### config.mk
export PLATFORM = sky130hd
export DESIGN_NAME = tia_color_lum_top
export DESIGN_NICKNAME = d
export VERILOG_FILES = /design/src/tia_reg_pkg.sv /design/src/tia_video_pkg.sv /design/src/tia_color_if.sv /design/src/tia_obj_if.sv /design/src/tia_apb_regs.sv /design/src/tia_color_priority.sv /design/src/tia_color_lum_top.sv
export SDC_FILE = /design/constraint.sdc
export NUM_CORES = 1
export LEC_CHECK = 0
export ABC_AREA = 1
export CAP_MARGIN = 10
export CORE_ASPECT_RATIO = 0.7
export CORE_MARGIN = 4
export CORE_UTILIZATION = 55
export DETAILED_ROUTE_END_ITERATION = 6
export DONT_BUFFER_PORTS = 1
export GPL_ROUTABILITY_DRIVEN = 0
export PLACE_DENSITY = 0.78
export SLEW_MARGIN = 40
export SYNTH_ARGS = -nofsm -noshare
export SYNTH_HDL_FRONTEND = slang
export SYNTH_SLANG_ARGS = --single-unit
### constraint.sdc
create_clock -name clkp -period 1.5 [get_ports clkp]
set_clock_uncertainty 0.05 [all_clocks]
set_input_delay 0.225 -clock clkp [delete_from_list [all_inputs] [get_ports clkp]]
set_output_delay 0.225 -clock clkp [all_outputs]
set_load 0.005 [all_outputs]
### src/tia_reg_pkg.sv
package tia_reg_pkg;

  // APB port geometry.
  localparam int apb_addr_w = 3;
  localparam int data_w     = 8;

  // Register offsets. Offsets 5 to 7 are unmapped.
  localparam logic [apb_addr_w-1:0] addr_colup0 = 3'd0;  // Player 0 and missile 0.
  localparam logic [apb_addr_w-1:0] addr_colup1 = 3'd1;  // Player 1 and missile 1.
  localparam logic [apb_addr_w-1:0] addr_colupf = 3'd2;  // Playfield and ball.
  localparam logic [apb_addr_w-1:0] addr_colubk = 3'd3;  // Background.
  localparam logic [apb_addr_w-1:0] addr_ctrlpf = 3'd4;  // Score and priority control.

  // Colour registers keep data bits 7:1, bit 0 is not stored.
  localparam int color_msb = 7;
  localparam int color_lsb = 1;

  // CTRLPF control bits, same positions as the original chip.
  localparam int ctrlpf_score_bit = 1;
  localparam int ctrlpf_pfp_bit   = 2;

endpackage

### src/tia_video_pkg.sv
package tia_video_pkg;

  // Output field widths.
  localparam int lum_w = 3;
  localparam int hue_w = 4;

  // One colour register, hue above luminance as in the written byte.
  typedef struct packed {
    logic [hue_w-1:0] hue;  // Data bits 7:4.
    logic [lum_w-1:0] lum;  // Data bits 3:1.
  } color_t;

  // Source that wins the priority for the current pixel.
  typedef enum logic [2:0] {
    src_none,  // Blanked, output is forced to zero.
    src_p0,
    src_p1,
    src_pf,
    src_bk
  } obj_src_t;

endpackage

### src/tia_color_if.sv
`timescale 1ns/10ps

interface tia_color_if;
  import tia_video_pkg::*;

  color_t colup0;  // Player 0 and missile 0.
  color_t colup1;  // Player 1 and missile 1.
  color_t colupf;  // Playfield and ball.
  color_t colubk;  // Background.
  logic   score;
  logic   pfp;

  modport regs (
    output colup0, colup1, colupf, colubk,
    output score, pfp
  );

  modport video (
    input colup0, colup1, colupf, colubk,
    input score, pfp
  );

endinterface

### src/tia_obj_if.sv
`timescale 1ns/10ps

interface tia_obj_if;

  logic p0;  // Player 0 graphics.
  logic m0;  // Missile 0.
  logic p1;  // Player 1 graphics.
  logic m1;  // Missile 1.
  logic pf;  // Playfield.
  logic bl;  // Ball.

  modport src (output p0, m0, p1, m1, pf, bl);

  modport video (input p0, m0, p1, m1, pf, bl);

endinterface

### src/tia_apb_regs.sv
`timescale 1ns/10ps

module tia_apb_regs (
  input  logic                               clkp,
  input  logic                               reset,
  input  logic                               psel,
  input  logic                               penable,
  input  logic                               pwrite,
  input  logic [tia_reg_pkg::apb_addr_w-1:0] paddr,
  input  logic [tia_reg_pkg::data_w-1:0]     pwdata,
  output logic [tia_reg_pkg::data_w-1:0]     prdata,
  output logic                               pready,
  output logic                               pslverr,
  tia_color_if.regs                          colors
);

  import tia_reg_pkg::*;
  import tia_video_pkg::*;

  logic              access;
  logic              mapped;
  logic              wr_en;
  color_t            wr_color;
  logic [data_w-1:0] rd_data;

  assign access   = psel & penable;  // Access phase.
  assign wr_en    = access & pwrite & mapped;
  assign wr_color = pwdata[color_msb:color_lsb];

  // Address decode and read mux.
  always_comb begin
    mapped  = 1'b1;
    rd_data = '0;
    case (paddr)
      addr_colup0: rd_data[color_msb:color_lsb] = colors.colup0;
      addr_colup1: rd_data[color_msb:color_lsb] = colors.colup1;
      addr_colupf: rd_data[color_msb:color_lsb] = colors.colupf;
      addr_colubk: rd_data[color_msb:color_lsb] = colors.colubk;
      addr_ctrlpf: begin
        rd_data[ctrlpf_score_bit] = colors.score;
        rd_data[ctrlpf_pfp_bit]   = colors.pfp;
      end
      default: mapped = 1'b0;  // Reads as zero.
    endcase
  end

  always_ff @(posedge clkp) begin
    if (reset) begin
      colors.colup0 <= '0;
      colors.colup1 <= '0;
      colors.colupf <= '0;
      colors.colubk <= '0;
      colors.score  <= 1'b0;
      colors.pfp    <= 1'b0;
    end else if (wr_en) begin
      case (paddr)
        addr_colup0: colors.colup0 <= wr_color;
        addr_colup1: colors.colup1 <= wr_color;
        addr_colupf: colors.colupf <= wr_color;
        addr_colubk: colors.colubk <= wr_color;
        addr_ctrlpf: begin
          colors.score <= pwdata[ctrlpf_score_bit];
          colors.pfp   <= pwdata[ctrlpf_pfp_bit];
        end
        default: ;
      endcase
    end
  end

  // Zero wait states, so every access phase completes at once.
  assign pready  = access;
  assign pslverr = access & ~mapped;
  assign prdata  = (access & ~pwrite) ? rd_data : '0;

endmodule

### src/tia_color_priority.sv
`timescale 1ns/10ps

module tia_color_priority (
  input  logic                            clkp,
  input  logic                            reset,
  input  logic                            blank,
  input  logic                            cntd,
  tia_color_if.video                      colors,
  tia_obj_if.video                        objs,
  output logic [tia_video_pkg::lum_w-1:0] lum,
  output logic [tia_video_pkg::hue_w-1:0] hue,
  output logic                            blk_bar
);

  import tia_video_pkg::*;

  logic     left_half;  // Set in the left half of the line.
  logic     pf_or_bl;
  logic     pf_top;
  logic     score_pf;
  logic     p0_hit;
  logic     p1_hit;
  obj_src_t win;
  color_t   sel_color;

  // Screen half tracker, blank wins over the centre count.
  always_ff @(posedge clkp) begin
    if (reset) begin
      left_half <= 1'b0;
    end else if (blank) begin
      left_half <= 1'b1;
    end else if (cntd) begin
      left_half <= 1'b0;
    end
  end

  assign pf_or_bl = objs.pf | objs.bl;
  assign pf_top   = colors.pfp & pf_or_bl;  // Playfield priority lifts pf and ball.

  // In score mode the playfield borrows the player colour of its half.
  assign score_pf = colors.score & ~colors.pfp & objs.pf;

  assign p0_hit = objs.p0 | objs.m0 | (score_pf & left_half);
  assign p1_hit = objs.p1 | objs.m1 | (score_pf & ~left_half);

  always_comb begin
    if (blank) begin
      win = src_none;
    end else if (pf_top) begin
      win = src_pf;
    end else if (p0_hit) begin
      win = src_p0;
    end else if (p1_hit) begin
      win = src_p1;
    end else if (pf_or_bl) begin
      win = src_pf;
    end else begin
      win = src_bk;
    end
  end

  // Colour select.
  always_comb begin
    case (win)
      src_p0:  sel_color = colors.colup0;
      src_p1:  sel_color = colors.colup1;
      src_pf:  sel_color = colors.colupf;
      src_bk:  sel_color = colors.colubk;
      default: sel_color = '0;  // Blank.
    endcase
  end

  // Output stage, one pixel clock of latency.
  always_ff @(posedge clkp) begin
    if (reset) begin
      lum     <= '0;
      hue     <= '0;
      blk_bar <= 1'b0;
    end else begin
      lum     <= sel_color.lum;
      hue     <= sel_color.hue;
      blk_bar <= ~blank;
    end
  end

endmodule

### src/tia_color_lum_top.sv
`timescale 1ns/10ps

module tia_color_lum_top (
  input  logic                               clkp,
  input  logic                               reset,
  input  logic                               psel,
  input  logic                               penable,
  input  logic                               pwrite,
  input  logic [tia_reg_pkg::apb_addr_w-1:0] paddr,
  input  logic [tia_reg_pkg::data_w-1:0]     pwdata,
  output logic [tia_reg_pkg::data_w-1:0]     prdata,
  output logic                               pready,
  output logic                               pslverr,
  input  logic                               p0,
  input  logic                               m0,
  input  logic                               p1,
  input  logic                               m1,
  input  logic                               pf,
  input  logic                               bl,
  input  logic                               blank,
  input  logic                               cntd,
  output logic [tia_video_pkg::lum_w-1:0]    lum,
  output logic [tia_video_pkg::hue_w-1:0]    hue,
  output logic                               blk_bar
);

  tia_color_if colors ();
  tia_obj_if   objs ();

  // Object coincidence inputs onto the object bus.
  assign objs.p0 = p0;
  assign objs.m0 = m0;
  assign objs.p1 = p1;
  assign objs.m1 = m1;
  assign objs.pf = pf;
  assign objs.bl = bl;

  tia_apb_regs i_tia_apb_regs (
    .clkp    (clkp),
    .reset   (reset),
    .psel    (psel),
    .penable (penable),
    .pwrite  (pwrite),
    .paddr   (paddr),
    .pwdata  (pwdata),
    .prdata  (prdata),
    .pready  (pready),
    .pslverr (pslverr),
    .colors  (colors.regs)
  );

  tia_color_priority i_tia_color_priority (
    .clkp    (clkp),
    .reset   (reset),
    .blank   (blank),
    .cntd    (cntd),
    .colors  (colors.video),
    .objs    (objs.video),
    .lum     (lum),
    .hue     (hue),
    .blk_bar (blk_bar)
  );

endmodule

* After elaboration in Yosys (flattened, before gate mapping) *
Index checks and enable logic that the tools add are counted.

operators by class
  multiplexer cells = 12
  bitwise gates (word level) = 20
  reductions and logical operators = 8
  equal/unequal tests = 8

operator list
  cell                                           number
  one-hot mux 7 bit (4 select lines)             1
  one-hot mux 5 bit (4 select lines)             1
  2-to-1 mux 3 bit                               5
  == test 3 x 2 -> 1 bit, second input constant  4
  bitwise AND 1 bit                              10
  one-hot mux 2 bit (5 select lines)             1
  AND reduction 2 bit                            5
  2-to-1 mux 8 bit                               1
  == test 3 x 1 -> 1 bit, second input constant  2
  == test 3 bit, second input constant           2
  inverter 1 bit                                 5
  bitwise OR 1 bit                               5
  OR reduction 5 bit                             1
  logical NOT 3 bit                              1
  2-to-1 mux 1 bit                               3
  nonzero test 2 bit                             1

word-level totals
  output and inout port bits = 18
  bits of input ports = 24
  register bits = 39
  logic and storage cells = 62

* Logic depth before layout (Yosys ltp) *
Gate-level depths: netlist of run 1.

  depth in word-level cells = 11
  gate-level depth with buffers = 11
  mapped depth without buffers = 10

* By module *
Synthesis of run 1 repeated with hierarchy kept, for this count alone.

second synthesis, totals
  cell total of the unflattened synthesis = 312
  area, all modules = 2,139.6 µm²

modules (own cells, without submodules)
  module              area each (µm²)  times used  cells each  sequential area each (µm²)
  tia_apb_regs        1,535.2          1           215         600.6
  tia_color_priority  604.3            1           97          180.2

* Least setup slack after synthesis of run 1 *
Ideal clock, no wire load.

  path kind = reg-to-reg
  from = register i_tia_apb_regs.colors.pfp
  to = register i_tia_color_priority.hue[2] (netlist bit)
  required time = 1.322 ns
  clock period less this slack = 1.270 ns
  arrival time = 1.092 ns
  buffers on the path = 1
  stages on the path, launching flop included = 12
  slack = 0.230 ns
  setup time = 0.128 ns
  cells stage by stage = dfxtp_1 > inv_2 > nand4_1 > nand2_1 > nand2_1 > inv_2 > nor2_4 > buf_6 > nand3_1 > nand2_1 > nor2_1 > nor2_1

between the ends
  cells in the longest elaborated chain, start to end = 11
  elaborated cells between the ends (all ways) = 17
  those cells by class = eq/ne: 4; mux: 5; bitwise: 8

RTL lines
  element                                      line                      RTL
  start, declared                              tia_color_if.sv:15        output score, pfp
  start signal, assigned                       tia_apb_regs.sv:63        colors.pfp <= pwdata[ctrlpf_pfp_bit];
  inverter 1 bit                               tia_color_priority.sv:41  assign score_pf = colors.score & ~colors.pfp & objs.pf;
  bitwise AND 1 bit (2 in a row)               tia_color_priority.sv:41
  bitwise AND 1 bit                            tia_color_priority.sv:44  assign p1_hit = objs.p1 | objs.m1 | (score_pf & ~left_half);
  bitwise OR 1 bit                             tia_color_priority.sv:44
  2-to-1 mux 3 bit                             tia_color_priority.sv:53  end else if (p1_hit) begin
  2-to-1 mux 3 bit                             tia_color_priority.sv:51  end else if (p0_hit) begin
  2-to-1 mux 3 bit *                           tia_color_priority.sv:49  end else if (pf_top) begin
  2-to-1 mux 3 bit *                           tia_color_priority.sv:47  if (blank) begin
  == test 3 bit, or another cell as far along  tia_color_priority.sv:64  case (win)
  one-hot mux 7 bit (4 select lines) *         tia_color_priority.sv:64
  end signal, assigned                         tia_color_priority.sv:81  hue <= sel_color.hue;
  end, declared                                tia_color_priority.sv:11  output logic [tia_video_pkg::hue_w-1:0] hue,

Mark *: on every way between the ends. The rest lies on a longest branch, timed or not.
A chain may end at the register's enable or synchronous reset.

* Worst setup path after layout of run 1 *
  from = register i_tia_apb_regs.colors.pfp
  to = register i_tia_color_priority.hue[3] (netlist bit)

The elaborated chain is that of the path after synthesis.

==> results of run 1 <==
## sequential cells by signal, summed over array words and instances (netlist names)
name	cells
i_tia_apb_regs.colors.colubk	7
i_tia_apb_regs.colors.colup0	7
i_tia_apb_regs.colors.colup1	7
i_tia_apb_regs.colors.colupf	7
i_tia_apb_regs.colors.pfp	1
i_tia_apb_regs.colors.score	1
i_tia_color_priority.blk_bar	1
i_tia_color_priority.hue	4
i_tia_color_priority.left_half	1
i_tia_color_priority.lum	3
## metal layers
layer	part of all wire, %	routed length [µm]	GRT usage (%)
met1	38	2114	31.79
met2	45	2491	38.54
met3	15	816	8.675
met4	1.9	103	10.72
met5	0	0	0
## cells in the mapped netlist (2+ instances only)
library cell,n,area (µm²)
a211oi_1,2,15.01
inv_2,3,11.26
dfxtp_1,39,780.8
a22oi_1,5,37.54
a31oi_1,6,37.54
a21oi_1,30,150.1
nand3_1,18,90.09
inv_1,17,63.81
nand4_1,8,50.05
o21ai_0,2,10.01
nor2_1,30,112.6
nand2_1,104,390.4
nand2_2,3,18.77
nor2_2,3,18.77
clkbuf_1,4,15.01
## cell type report
cell class | count | area [µm²] | share of cell area, %
clock inverters | 2 | 35.03 | 1.560
multi-input cells | 218 | 1082 | 48.19
clock buffers | 6 | 82.58 | 3.677
repair buffers | 13 | 128.9 | 5.738
inverters | 20 | 75.07 | 3.343
flip-flops and latches | 39 | 783.3 | 34.87
well taps | 47 | 58.81 | 2.618
## report_power, final
part           internal (µW)  switching [µW]  total, µW
logic                   49.0             110        159
clock network            538             378        916
registers               1040            6.89       1050
## timing repair
item                       4_1_cts  5_1_grt
hold buffers                     2        0
hold endpoints to repair        39        0
pin swaps                        0        7
resized for setup                6       20
buffers inserted                 0        1
setup endpoints to repair        7        9
## worst max-delay path by stage
stage	startpoint	to	slack, ns
after floorplan	i_tia_apb_regs.colors.pfp	i_tia_color_priority.hue[2]	0.23
after global placement	i_tia_apb_regs.colors.pfp	i_tia_color_priority.lum[1]	-0.005
after detailed placement	i_tia_apb_regs.colors.pfp	i_tia_color_priority.hue[2]	-0.05
after CTS	i_tia_apb_regs.colors.pfp	i_tia_color_priority.hue[0]	0.02
after global routing	i_tia_apb_regs.colors.pfp	i_tia_color_priority.hue[3]	-0.09
final	i_tia_apb_regs.colors.pfp	i_tia_color_priority.hue[3]	0.04
## metrics by stage
step / TNS, ns / power (µW) / std cells / area [µm²] / hold WS [ns]
6_report: 0 / 2127 / 345 / 2246 / -0.001015
2_1_floorplan: 0 / 1166 / 283 / 1886 / 0.2474
4_1_cts: 0 / 2113 / 345 / 2176 / 0.005794
3_3_place_gp: -0.005680 / 1189 / 335 / 2006 / 0.2455
5_1_grt: -0.3816 / 2190 / 345 / 2246 / 0.008036
3_5_place_dp: -0.1999 / 1192 / 335 / 2006 / 0.2469
## kinds of logic after synthesis
kind of cell | after synthesis | synth area share (%)
other | 1 | 0.1989
AND/OR/NAND/NOR | 171 | 38.89
buffers and inverters | 26 | 5.773
flip-flops | 39 | 41.41
AO/OA/AOI/OAI | 46 | 13.74
==> flow_summary.html, run 1 <==
<table>
<tr><th>Metric</th><th>Value</th></tr>
<tr><th colspan="2">Run status</th></tr>
<tr><td>Status</td><td>finished with violations</td></tr>
<tr><td>Violated checks</td><td>hold timing</td></tr>
<tr><th colspan="2">Setup path</th></tr>
<tr><td>Stage delay of the slowest cell on the critical path</td><td>0.33 ns</td></tr>
<tr><td>Launch instance of the worst register-to-register path</td><td>i_tia_apb_regs.colors.pfp</td></tr>
<tr><td>Category of the critical setup timing path</td><td>reg2reg</td></tr>
<tr><td>Cell type group with the largest total delay on the critical path</td><td>simple AND/OR/NAND/NOR gates</td></tr>
<tr><td>Kind of start point of the critical path</td><td>flop</td></tr>
<tr><td>Number of cell instances on the worst register-to-register path</td><td>11</td></tr>
<tr><td>Data arrival time at the worst-slack endpoint</td><td>1.60 ns</td></tr>
<tr><td>Crit path max-delay cell type</td><td>dfxtp_2</td></tr>
<tr><td>Total buffers and inverters traversed by the critical path</td><td>3</td></tr>
<tr><td>Critical path endpoint category</td><td>flop</td></tr>
<tr><td>Reg2Reg Setup Slack</td><td>0.04 ns</td></tr>
<tr><td>Worst R2R End</td><td>i_tia_color_priority.hue[3]</td></tr>
<tr><td>Critical-path cell list</td><td>inv_2 &gt; nand4_1 &gt; nand2_2 &gt; nand2_2 &gt; inv_2 &gt; nor2_4 &gt; buf_12 &gt; nand3_1 &gt; nand2_1 &gt; nor2_2 &gt; nor2_1</td></tr>
<tr><td>Critical path depth in cells</td><td>11</td></tr>
<tr><td>CP Data Required Time</td><td>1.64 ns</td></tr>
<tr><td>Crit path max fanout</td><td>14</td></tr>
<tr><th colspan="2">Worst hold path</th></tr>
<tr><td>Path type of the worst min-delay path</td><td>in2reg</td></tr>
<tr><td>End point of the worst hold path</td><td>i_tia_color_priority.left_half</td></tr>
<tr><td>Startpoint of the tightest hold check path</td><td>blank</td></tr>
<tr><td>Number of cells traversed by the worst hold path</td><td>2</td></tr>
<tr><th colspan="2">Final layout</th></tr>
<tr><td>Final antenna diode count</td><td>0</td></tr>
<tr><td>Final design utilization</td><td>69.93%</td></tr>
<tr><td>Number of inserted filler cells in the final layout</td><td>290</td></tr>
<tr><td>Fraction of final layout cells with drive strength greater than 1</td><td>17.45%</td></tr>
<tr><td>Leading cell types in the layout, fill and taps excluded</td><td>nand2_1, dfxtp_1, a21oi_1</td></tr>
<tr><td>Number of nets in the finished design</td><td>321</td></tr>
<tr><td>Area growth from synthesis to final layout</td><td>19.11%</td></tr>
<tr><td>Leading cell type in the layout, fill and taps excluded</td><td>nand2_1</td></tr>
<tr><th colspan="2">Global route</th></tr>
<tr><td>Number of global-route vias before repair</td><td>1,734</td></tr>
<tr><td>First-pass GRT wire length</td><td>8.397 mm</td></tr>
<tr><td>Global-route total usage across every layer</td><td>24.89%</td></tr>
<tr><td>Initial antenna violation count</td><td>0</td></tr>
<tr><td>GRT overflow</td><td>0</td></tr>
<tr><td>Maximum number of pins on one net before global-route repair</td><td>40</td></tr>
<tr><th colspan="2">Floorplanning</th></tr>
<tr><td>Effective utilization at floorplan</td><td>58.71%</td></tr>
<tr><td>Core region area</td><td>3212 µm²</td></tr>
<tr><td>DIE WIDTH</td><td>77.98 µm</td></tr>
<tr><td>Overall die height</td><td>56.99 µm</td></tr>
<tr><td>Die outline area</td><td>4444 µm²</td></tr>
<tr><td>Site row count</td><td>17</td></tr>
<tr><td>Ports</td><td>42</td></tr>
<tr><th colspan="2">Synthesis</th></tr>
<tr><td>Mean area per synthesized cell</td><td>6.663 µm²</td></tr>
<tr><td>Number of cells produced by synthesis</td><td>283</td></tr>
<tr><td>Synth warnings</td><td>0</td></tr>
<tr><td>Synth Register Bits</td><td>39</td></tr>
<tr><td>Async set-or-reset flop fraction in the synthesized netlist</td><td>0%</td></tr>
<tr><td>Dominant register cell in the synthesized netlist</td><td>dfxtp_1</td></tr>
<tr><td>Count of flip-flops with a built-in enable after synthesis</td><td>0</td></tr>
<tr><td>Share of the yosys chip area belonging to registers</td><td>41.41%</td></tr>
<tr><td>Synthesized Nets</td><td>307</td></tr>
<tr><td>Combined area of all synthesized cells</td><td>1886 µm²</td></tr>
<tr><td>Number of distinct library cells after synthesis</td><td>24</td></tr>
<tr><th colspan="2">Detailed routing</th></tr>
<tr><td>Wire length per cell</td><td>16.02 µm</td></tr>
<tr><td>Vias post-DR</td><td>1,960</td></tr>
<tr><td>DR pass1 iterations</td><td>4</td></tr>
<tr><td>Routed wire length</td><td>5.526 mm</td></tr>
<tr><td>First DRT Iteration DRCs</td><td>304</td></tr>
<tr><td>Residual DRC count</td><td>0</td></tr>
<tr><td>Vias per inst</td><td>5.681</td></tr>
<tr><td>Number of nets with antenna violations after detailed routing</td><td>0</td></tr>
<tr><th colspan="2">Clocking</th></tr>
<tr><td>Clock net sink count</td><td>39</td></tr>
<tr><td>Clock H-tree levels</td><td>2</td></tr>
<tr><td>TritonCTS buffer count</td><td>5</td></tr>
<tr><td>Clock slew at reported path FFs</td><td>0.07 ns</td></tr>
<tr><td>Clk_lat worst skew</td><td>0.30 ns</td></tr>
<tr><td>CTS tree</td><td>yes</td></tr>
<tr><td>Buffers from clock root to sink, at most</td><td>2</td></tr>
<tr><td>Root cell of the clock tree</td><td>clkbuf_8</td></tr>
<tr><th colspan="2">STA</th></tr>
<tr><td>Final setup viols</td><td>0</td></tr>
<tr><td>Period Utilization, post-route</td><td>97.50%</td></tr>
<tr><td>Worst slack on hold paths</td><td>-0.001015 ns</td></tr>
<tr><td>Hold Fails Final Rpt</td><td>1</td></tr>
<tr><td>Max Freq</td><td>683.8 MHz</td></tr>
<tr><td>Number of max-slew violations in the final report</td><td>0</td></tr>
<tr><td>Min Clock Period, post-route</td><td>1.462 ns</td></tr>
<tr><td>Setup repair after global routing missed its margin</td><td>yes</td></tr>
<tr><td>Post-route setup slack</td><td>0.03753 ns</td></tr>
<tr><th colspan="2">Power</th></tr>
<tr><td>Leakage Power</td><td>0.0008370 µW</td></tr>
<tr><td>Maximum vdd ir drop</td><td>0.8235 mV</td></tr>
<tr><td>Areal power density over the cells</td><td>947.0 nW/µm²</td></tr>
<tr><th colspan="2">Placement</th></tr>
<tr><td>Post-detailed-placement half-perimeter wirelength</td><td>3.592 mm</td></tr>
<tr><td>Pre-CTS setup slack</td><td>-0.04700 ns</td></tr>
<tr><td>Port Buf Inserts</td><td>0</td></tr>
<tr><th colspan="2">Job</th></tr>
<tr><td>Max-capacitance violation count</td><td>0</td></tr>
</table>
No activity file was read; power rests on OpenSTA's default activity.
==> run 2, diff against run 1 <==
- clock period: 1.5 -> 1.4 ns (I/O delays scaled with it)
==> flow_summary.html, run 2 (synthesis results as in run 1) <==
<table>
<tr><th>Metric</th><th>Value</th></tr>
<tr><th colspan="2">Floorplanning</th></tr>
<tr><td>Core region area</td><td>3212 µm² (unchanged)</td></tr>
<tr><td>Overall die height</td><td>56.99 µm (unchanged)</td></tr>
<tr><td>DIE WIDTH</td><td>77.98 µm (unchanged)</td></tr>
<tr><td>Site row count</td><td>17 (unchanged)</td></tr>
<tr><td>Ports</td><td>42 (unchanged)</td></tr>
<tr><td>Effective utilization at floorplan</td><td>58.71% (unchanged)</td></tr>
<tr><td>Die outline area</td><td>4444 µm² (unchanged)</td></tr>
<tr><th colspan="2">Setup path</th></tr>
<tr><td>Data arrival time at the worst-slack endpoint</td><td>1.73 ns (+0.13 ns)</td></tr>
<tr><td>Crit path max fanout</td><td>7 (-7)</td></tr>
<tr><td>Total buffers and inverters traversed by the critical path</td><td>3 (unchanged)</td></tr>
<tr><td>Critical path depth in cells</td><td>11 (unchanged)</td></tr>
<tr><td>CP Data Required Time</td><td>1.54 ns (-0.10 ns)</td></tr>
<tr><td>Critical path endpoint category</td><td>flop</td></tr>
<tr><td>Worst R2R End</td><td>i_tia_color_priority.hue[3]</td></tr>
<tr><td>Kind of start point of the critical path</td><td>flop</td></tr>
<tr><td>Critical-path cell list</td><td>inv_2 &gt; nand4_1 &gt; nand2_2 &gt; nand2_4 &gt; inv_4 &gt; nor2_4 &gt; clkbuf_16 &gt; nand3_2 &gt; nand2_1 &gt; nor2_2 &gt; nor2_1</td></tr>
<tr><td>Stage delay of the slowest cell on the critical path</td><td>0.33 ns (about the same)</td></tr>
<tr><td>Launch instance of the worst register-to-register path</td><td>i_tia_apb_regs.colors.pfp</td></tr>
<tr><td>Number of cell instances on the worst register-to-register path</td><td>11 (unchanged)</td></tr>
<tr><td>Category of the critical setup timing path</td><td>reg2reg</td></tr>
<tr><td>Reg2Reg Setup Slack</td><td>-0.18 ns (-0.22 ns)</td></tr>
<tr><td>Cell type group with the largest total delay on the critical path</td><td>simple AND/OR/NAND/NOR gates</td></tr>
<tr><td>Crit path max-delay cell type</td><td>dfxtp_2</td></tr>
<tr><th colspan="2">Global route</th></tr>
<tr><td>First-pass GRT wire length</td><td>9.025 mm (+7.5%)</td></tr>
<tr><td>Global-route total usage across every layer</td><td>26.26% (+1.4 points)</td></tr>
<tr><td>Maximum number of pins on one net before global-route repair</td><td>40 (unchanged)</td></tr>
<tr><td>Initial antenna violation count</td><td>0 (unchanged)</td></tr>
<tr><td>Number of global-route vias before repair</td><td>1,930 (+11%)</td></tr>
<tr><td>GRT overflow</td><td>0 (unchanged)</td></tr>
<tr><th colspan="2">Worst hold path</th></tr>
<tr><td>Startpoint of the tightest hold check path</td><td>reset</td></tr>
<tr><td>Number of cells traversed by the worst hold path</td><td>1 (-1)</td></tr>
<tr><td>Path type of the worst min-delay path</td><td>in2reg</td></tr>
<tr><td>End point of the worst hold path</td><td>i_tia_color_priority.left_half</td></tr>
<tr><th colspan="2">STA</th></tr>
<tr><td>Final setup viols</td><td>8 (+8)</td></tr>
<tr><td>Hold Fails Final Rpt</td><td>29 (+28)</td></tr>
<tr><td>Period Utilization, post-route</td><td>113.0% (+15 points)</td></tr>
<tr><td>Total Negative Setup Slacks</td><td>-1.017 ns (-1.017 ns)</td></tr>
<tr><td>Max Freq</td><td>632.3 MHz (-7.5%)</td></tr>
<tr><td>Min Clock Period, post-route</td><td>1.581 ns (+0.1189 ns)</td></tr>
<tr><td>Number of max-slew violations in the final report</td><td>0 (unchanged)</td></tr>
<tr><td>Post-route setup slack</td><td>-0.1814 ns (-0.2189 ns)</td></tr>
<tr><td>Setup repair after global routing missed its margin</td><td>yes</td></tr>
<tr><td>Worst slack on hold paths</td><td>-0.08569 ns (-0.08467 ns)</td></tr>
<tr><th colspan="2">Clocking</th></tr>
<tr><td>Clk_lat worst skew</td><td>0.30 ns (about the same)</td></tr>
<tr><td>Clock H-tree levels</td><td>2 (unchanged)</td></tr>
<tr><td>TritonCTS buffer count</td><td>5 (unchanged)</td></tr>
<tr><td>Buffers from clock root to sink, at most</td><td>2 (unchanged)</td></tr>
<tr><td>Clock slew at reported path FFs</td><td>0.09 ns (+0.02 ns)</td></tr>
<tr><td>Root cell of the clock tree</td><td>clkbuf_8</td></tr>
<tr><td>Clock net sink count</td><td>39 (unchanged)</td></tr>
<tr><td>CTS tree</td><td>yes</td></tr>
<tr><th colspan="2">Power</th></tr>
<tr><td>Maximum vdd ir drop</td><td>0.7504 mV (-8.9%)</td></tr>
<tr><td>Sum of internal, switching and leakage power</td><td>2278 µW (+7.1%)</td></tr>
<tr><td>Power dissipated by switching net loads</td><td>552.6 µW (+12%)</td></tr>
<tr><td>Internal power consumption</td><td>1725 µW (+5.7%)</td></tr>
<tr><td>Leakage Power</td><td>0.0009807 µW (+17%)</td></tr>
<tr><td>Share of power burned in the clock network</td><td>41.9% (-1.2 points)</td></tr>
<tr><td>Fraction of power consumed by sequential logic</td><td>49.4% (about the same)</td></tr>
<tr><td>Areal power density over the cells</td><td>890.1 nW/µm² (-6.0%)</td></tr>
<tr><td>Proportion of power drawn by combinational gates</td><td>8.6% (+1.1 points)</td></tr>
<tr><td>Net switching share of the total power</td><td>24.26% (+0.98 points)</td></tr>
<tr><th colspan="2">Final layout</th></tr>
<tr><td>Leading cell type in the layout, fill and taps excluded</td><td>nand2_1</td></tr>
<tr><td>Final antenna diode count</td><td>0 (unchanged)</td></tr>
<tr><td>Area growth from synthesis to final layout</td><td>35.70%</td></tr>
<tr><td>Fraction of final layout cells with drive strength greater than 1</td><td>26.40% (+8.9 points)</td></tr>
<tr><td>Leading cell types in the layout, fill and taps excluded</td><td>nand2_1, dfxtp_1, a21oi_1</td></tr>
<tr><td>Number of nets in the finished design</td><td>345 (+7.5%)</td></tr>
<tr><td>Number of inserted filler cells in the final layout</td><td>223 (-23%)</td></tr>
<tr><th colspan="2">Run status</th></tr>
<tr><td>Violated checks</td><td>hold timing, setup timing</td></tr>
<tr><td>Status</td><td>finished with violations</td></tr>
<tr><th colspan="2">Detailed routing</th></tr>
<tr><td>Vias per inst</td><td>5.940 (+4.6%)</td></tr>
<tr><td>Routed wire length</td><td>6.333 mm (+15%)</td></tr>
<tr><td>First DRT Iteration DRCs</td><td>184 (-39%)</td></tr>
<tr><td>Vias post-DR</td><td>2,192 (+12%)</td></tr>
<tr><td>Residual DRC count</td><td>0 (unchanged)</td></tr>
<tr><td>Wire length per cell</td><td>17.16 µm (+7.1%)</td></tr>
<tr><td>Number of nets with antenna violations after detailed routing</td><td>0 (unchanged)</td></tr>
<tr><td>DR pass1 iterations</td><td>5 (+1)</td></tr>
<tr><th colspan="2">Job</th></tr>
<tr><td>Max-capacitance violation count</td><td>0 (unchanged)</td></tr>
<tr><th colspan="2">Placement</th></tr>
<tr><td>Port Buf Inserts</td><td>0 (unchanged)</td></tr>
<tr><td>Post-detailed-placement half-perimeter wirelength</td><td>3.724 mm (+3.7%)</td></tr>
</table>
## run 2: power by group through the flow
stage                     logic (µW)  registers (µW)  clock network [µW]
after floorplan                 98.7            1150                   0
after global placement           127            1150                   0
after detailed placement         131            1150                   0
after CTS                        152            1130                 953
after global routing             209            1130                 996
final                            197            1130                 955
## run 2: metrics by stage
stage	hold WS (ns)	area [µm²]	setup WS, ns	utilization (%)	cells
global placement	0.2308	2028	-0.09690	63.15	338
detailed placement	0.2328	2028	-0.1345	63.15	338
global route	-0.08226	2559	-0.2467	79.66	369
finish	-0.08569	2559	-0.1814	79.66	369
floorplan	0.2324	1886	0.1300	-	283
CTS	-0.07998	2427	-0.03619	75.57	370
## run 2: how the worst max path moves through the flow
| stage | startpoint | to | slack (ns) |
|---|---|---|---|
| after global placement | i_tia_apb_regs.colors.pfp | i_tia_color_priority.lum[1] | -0.1 |
| final | i_tia_apb_regs.colors.pfp | i_tia_color_priority.hue[3] | -0.18 |
| after detailed placement | i_tia_apb_regs.colors.score | i_tia_color_priority.hue[2] | -0.13 |
| after CTS | i_tia_apb_regs.colors.pfp | i_tia_color_priority.hue[2] | -0.04 |
| after global routing | i_tia_apb_regs.colors.pfp | i_tia_color_priority.lum[2] | -0.25 |
| after floorplan | i_tia_apb_regs.colors.pfp | i_tia_color_priority.hue[2] | 0.13 |
## run 2: timing repair
action / in CTS / in global routing
hold buffers: 23 / 2
pin swaps: 8 / 19
gates resized for setup: 17 / 40
cloned: 0 / 1
setup buffers: 2 / 11
endpoints found under the hold margin: 39 / 31
endpoints found under the setup margin: 9 / 35
## run 2: layout make-up
| class | instances | area (µm²) | share of cell area (%) |
|---|---|---|---|
| Clock inverter | 3 | 43.79 | 1.711 |
| Clock buffer | 5 | 68.82 | 2.689 |
| Sequential cell | 39 | 787.0 | 30.76 |
| Inverter | 20 | 83.83 | 3.276 |
| Multi-Input combinational cell | 218 | 1156 | 45.18 |
| Timing Repair Buffer | 37 | 360.3 | 14.08 |
| Tap cell | 47 | 58.81 | 2.298 |
## run 2: per-layer routing
metal | GRT usage [%] | part of all wire (%) | vias up
met2 | 40.85 | 46 | 142
li1 | - | - | 1004
met3 | 6.625 | 11 | 31
met5 | 0 | 0 | -
met1 | 35.85 | 40 | 1015
met4 | 8.978 | 3.2 | 0
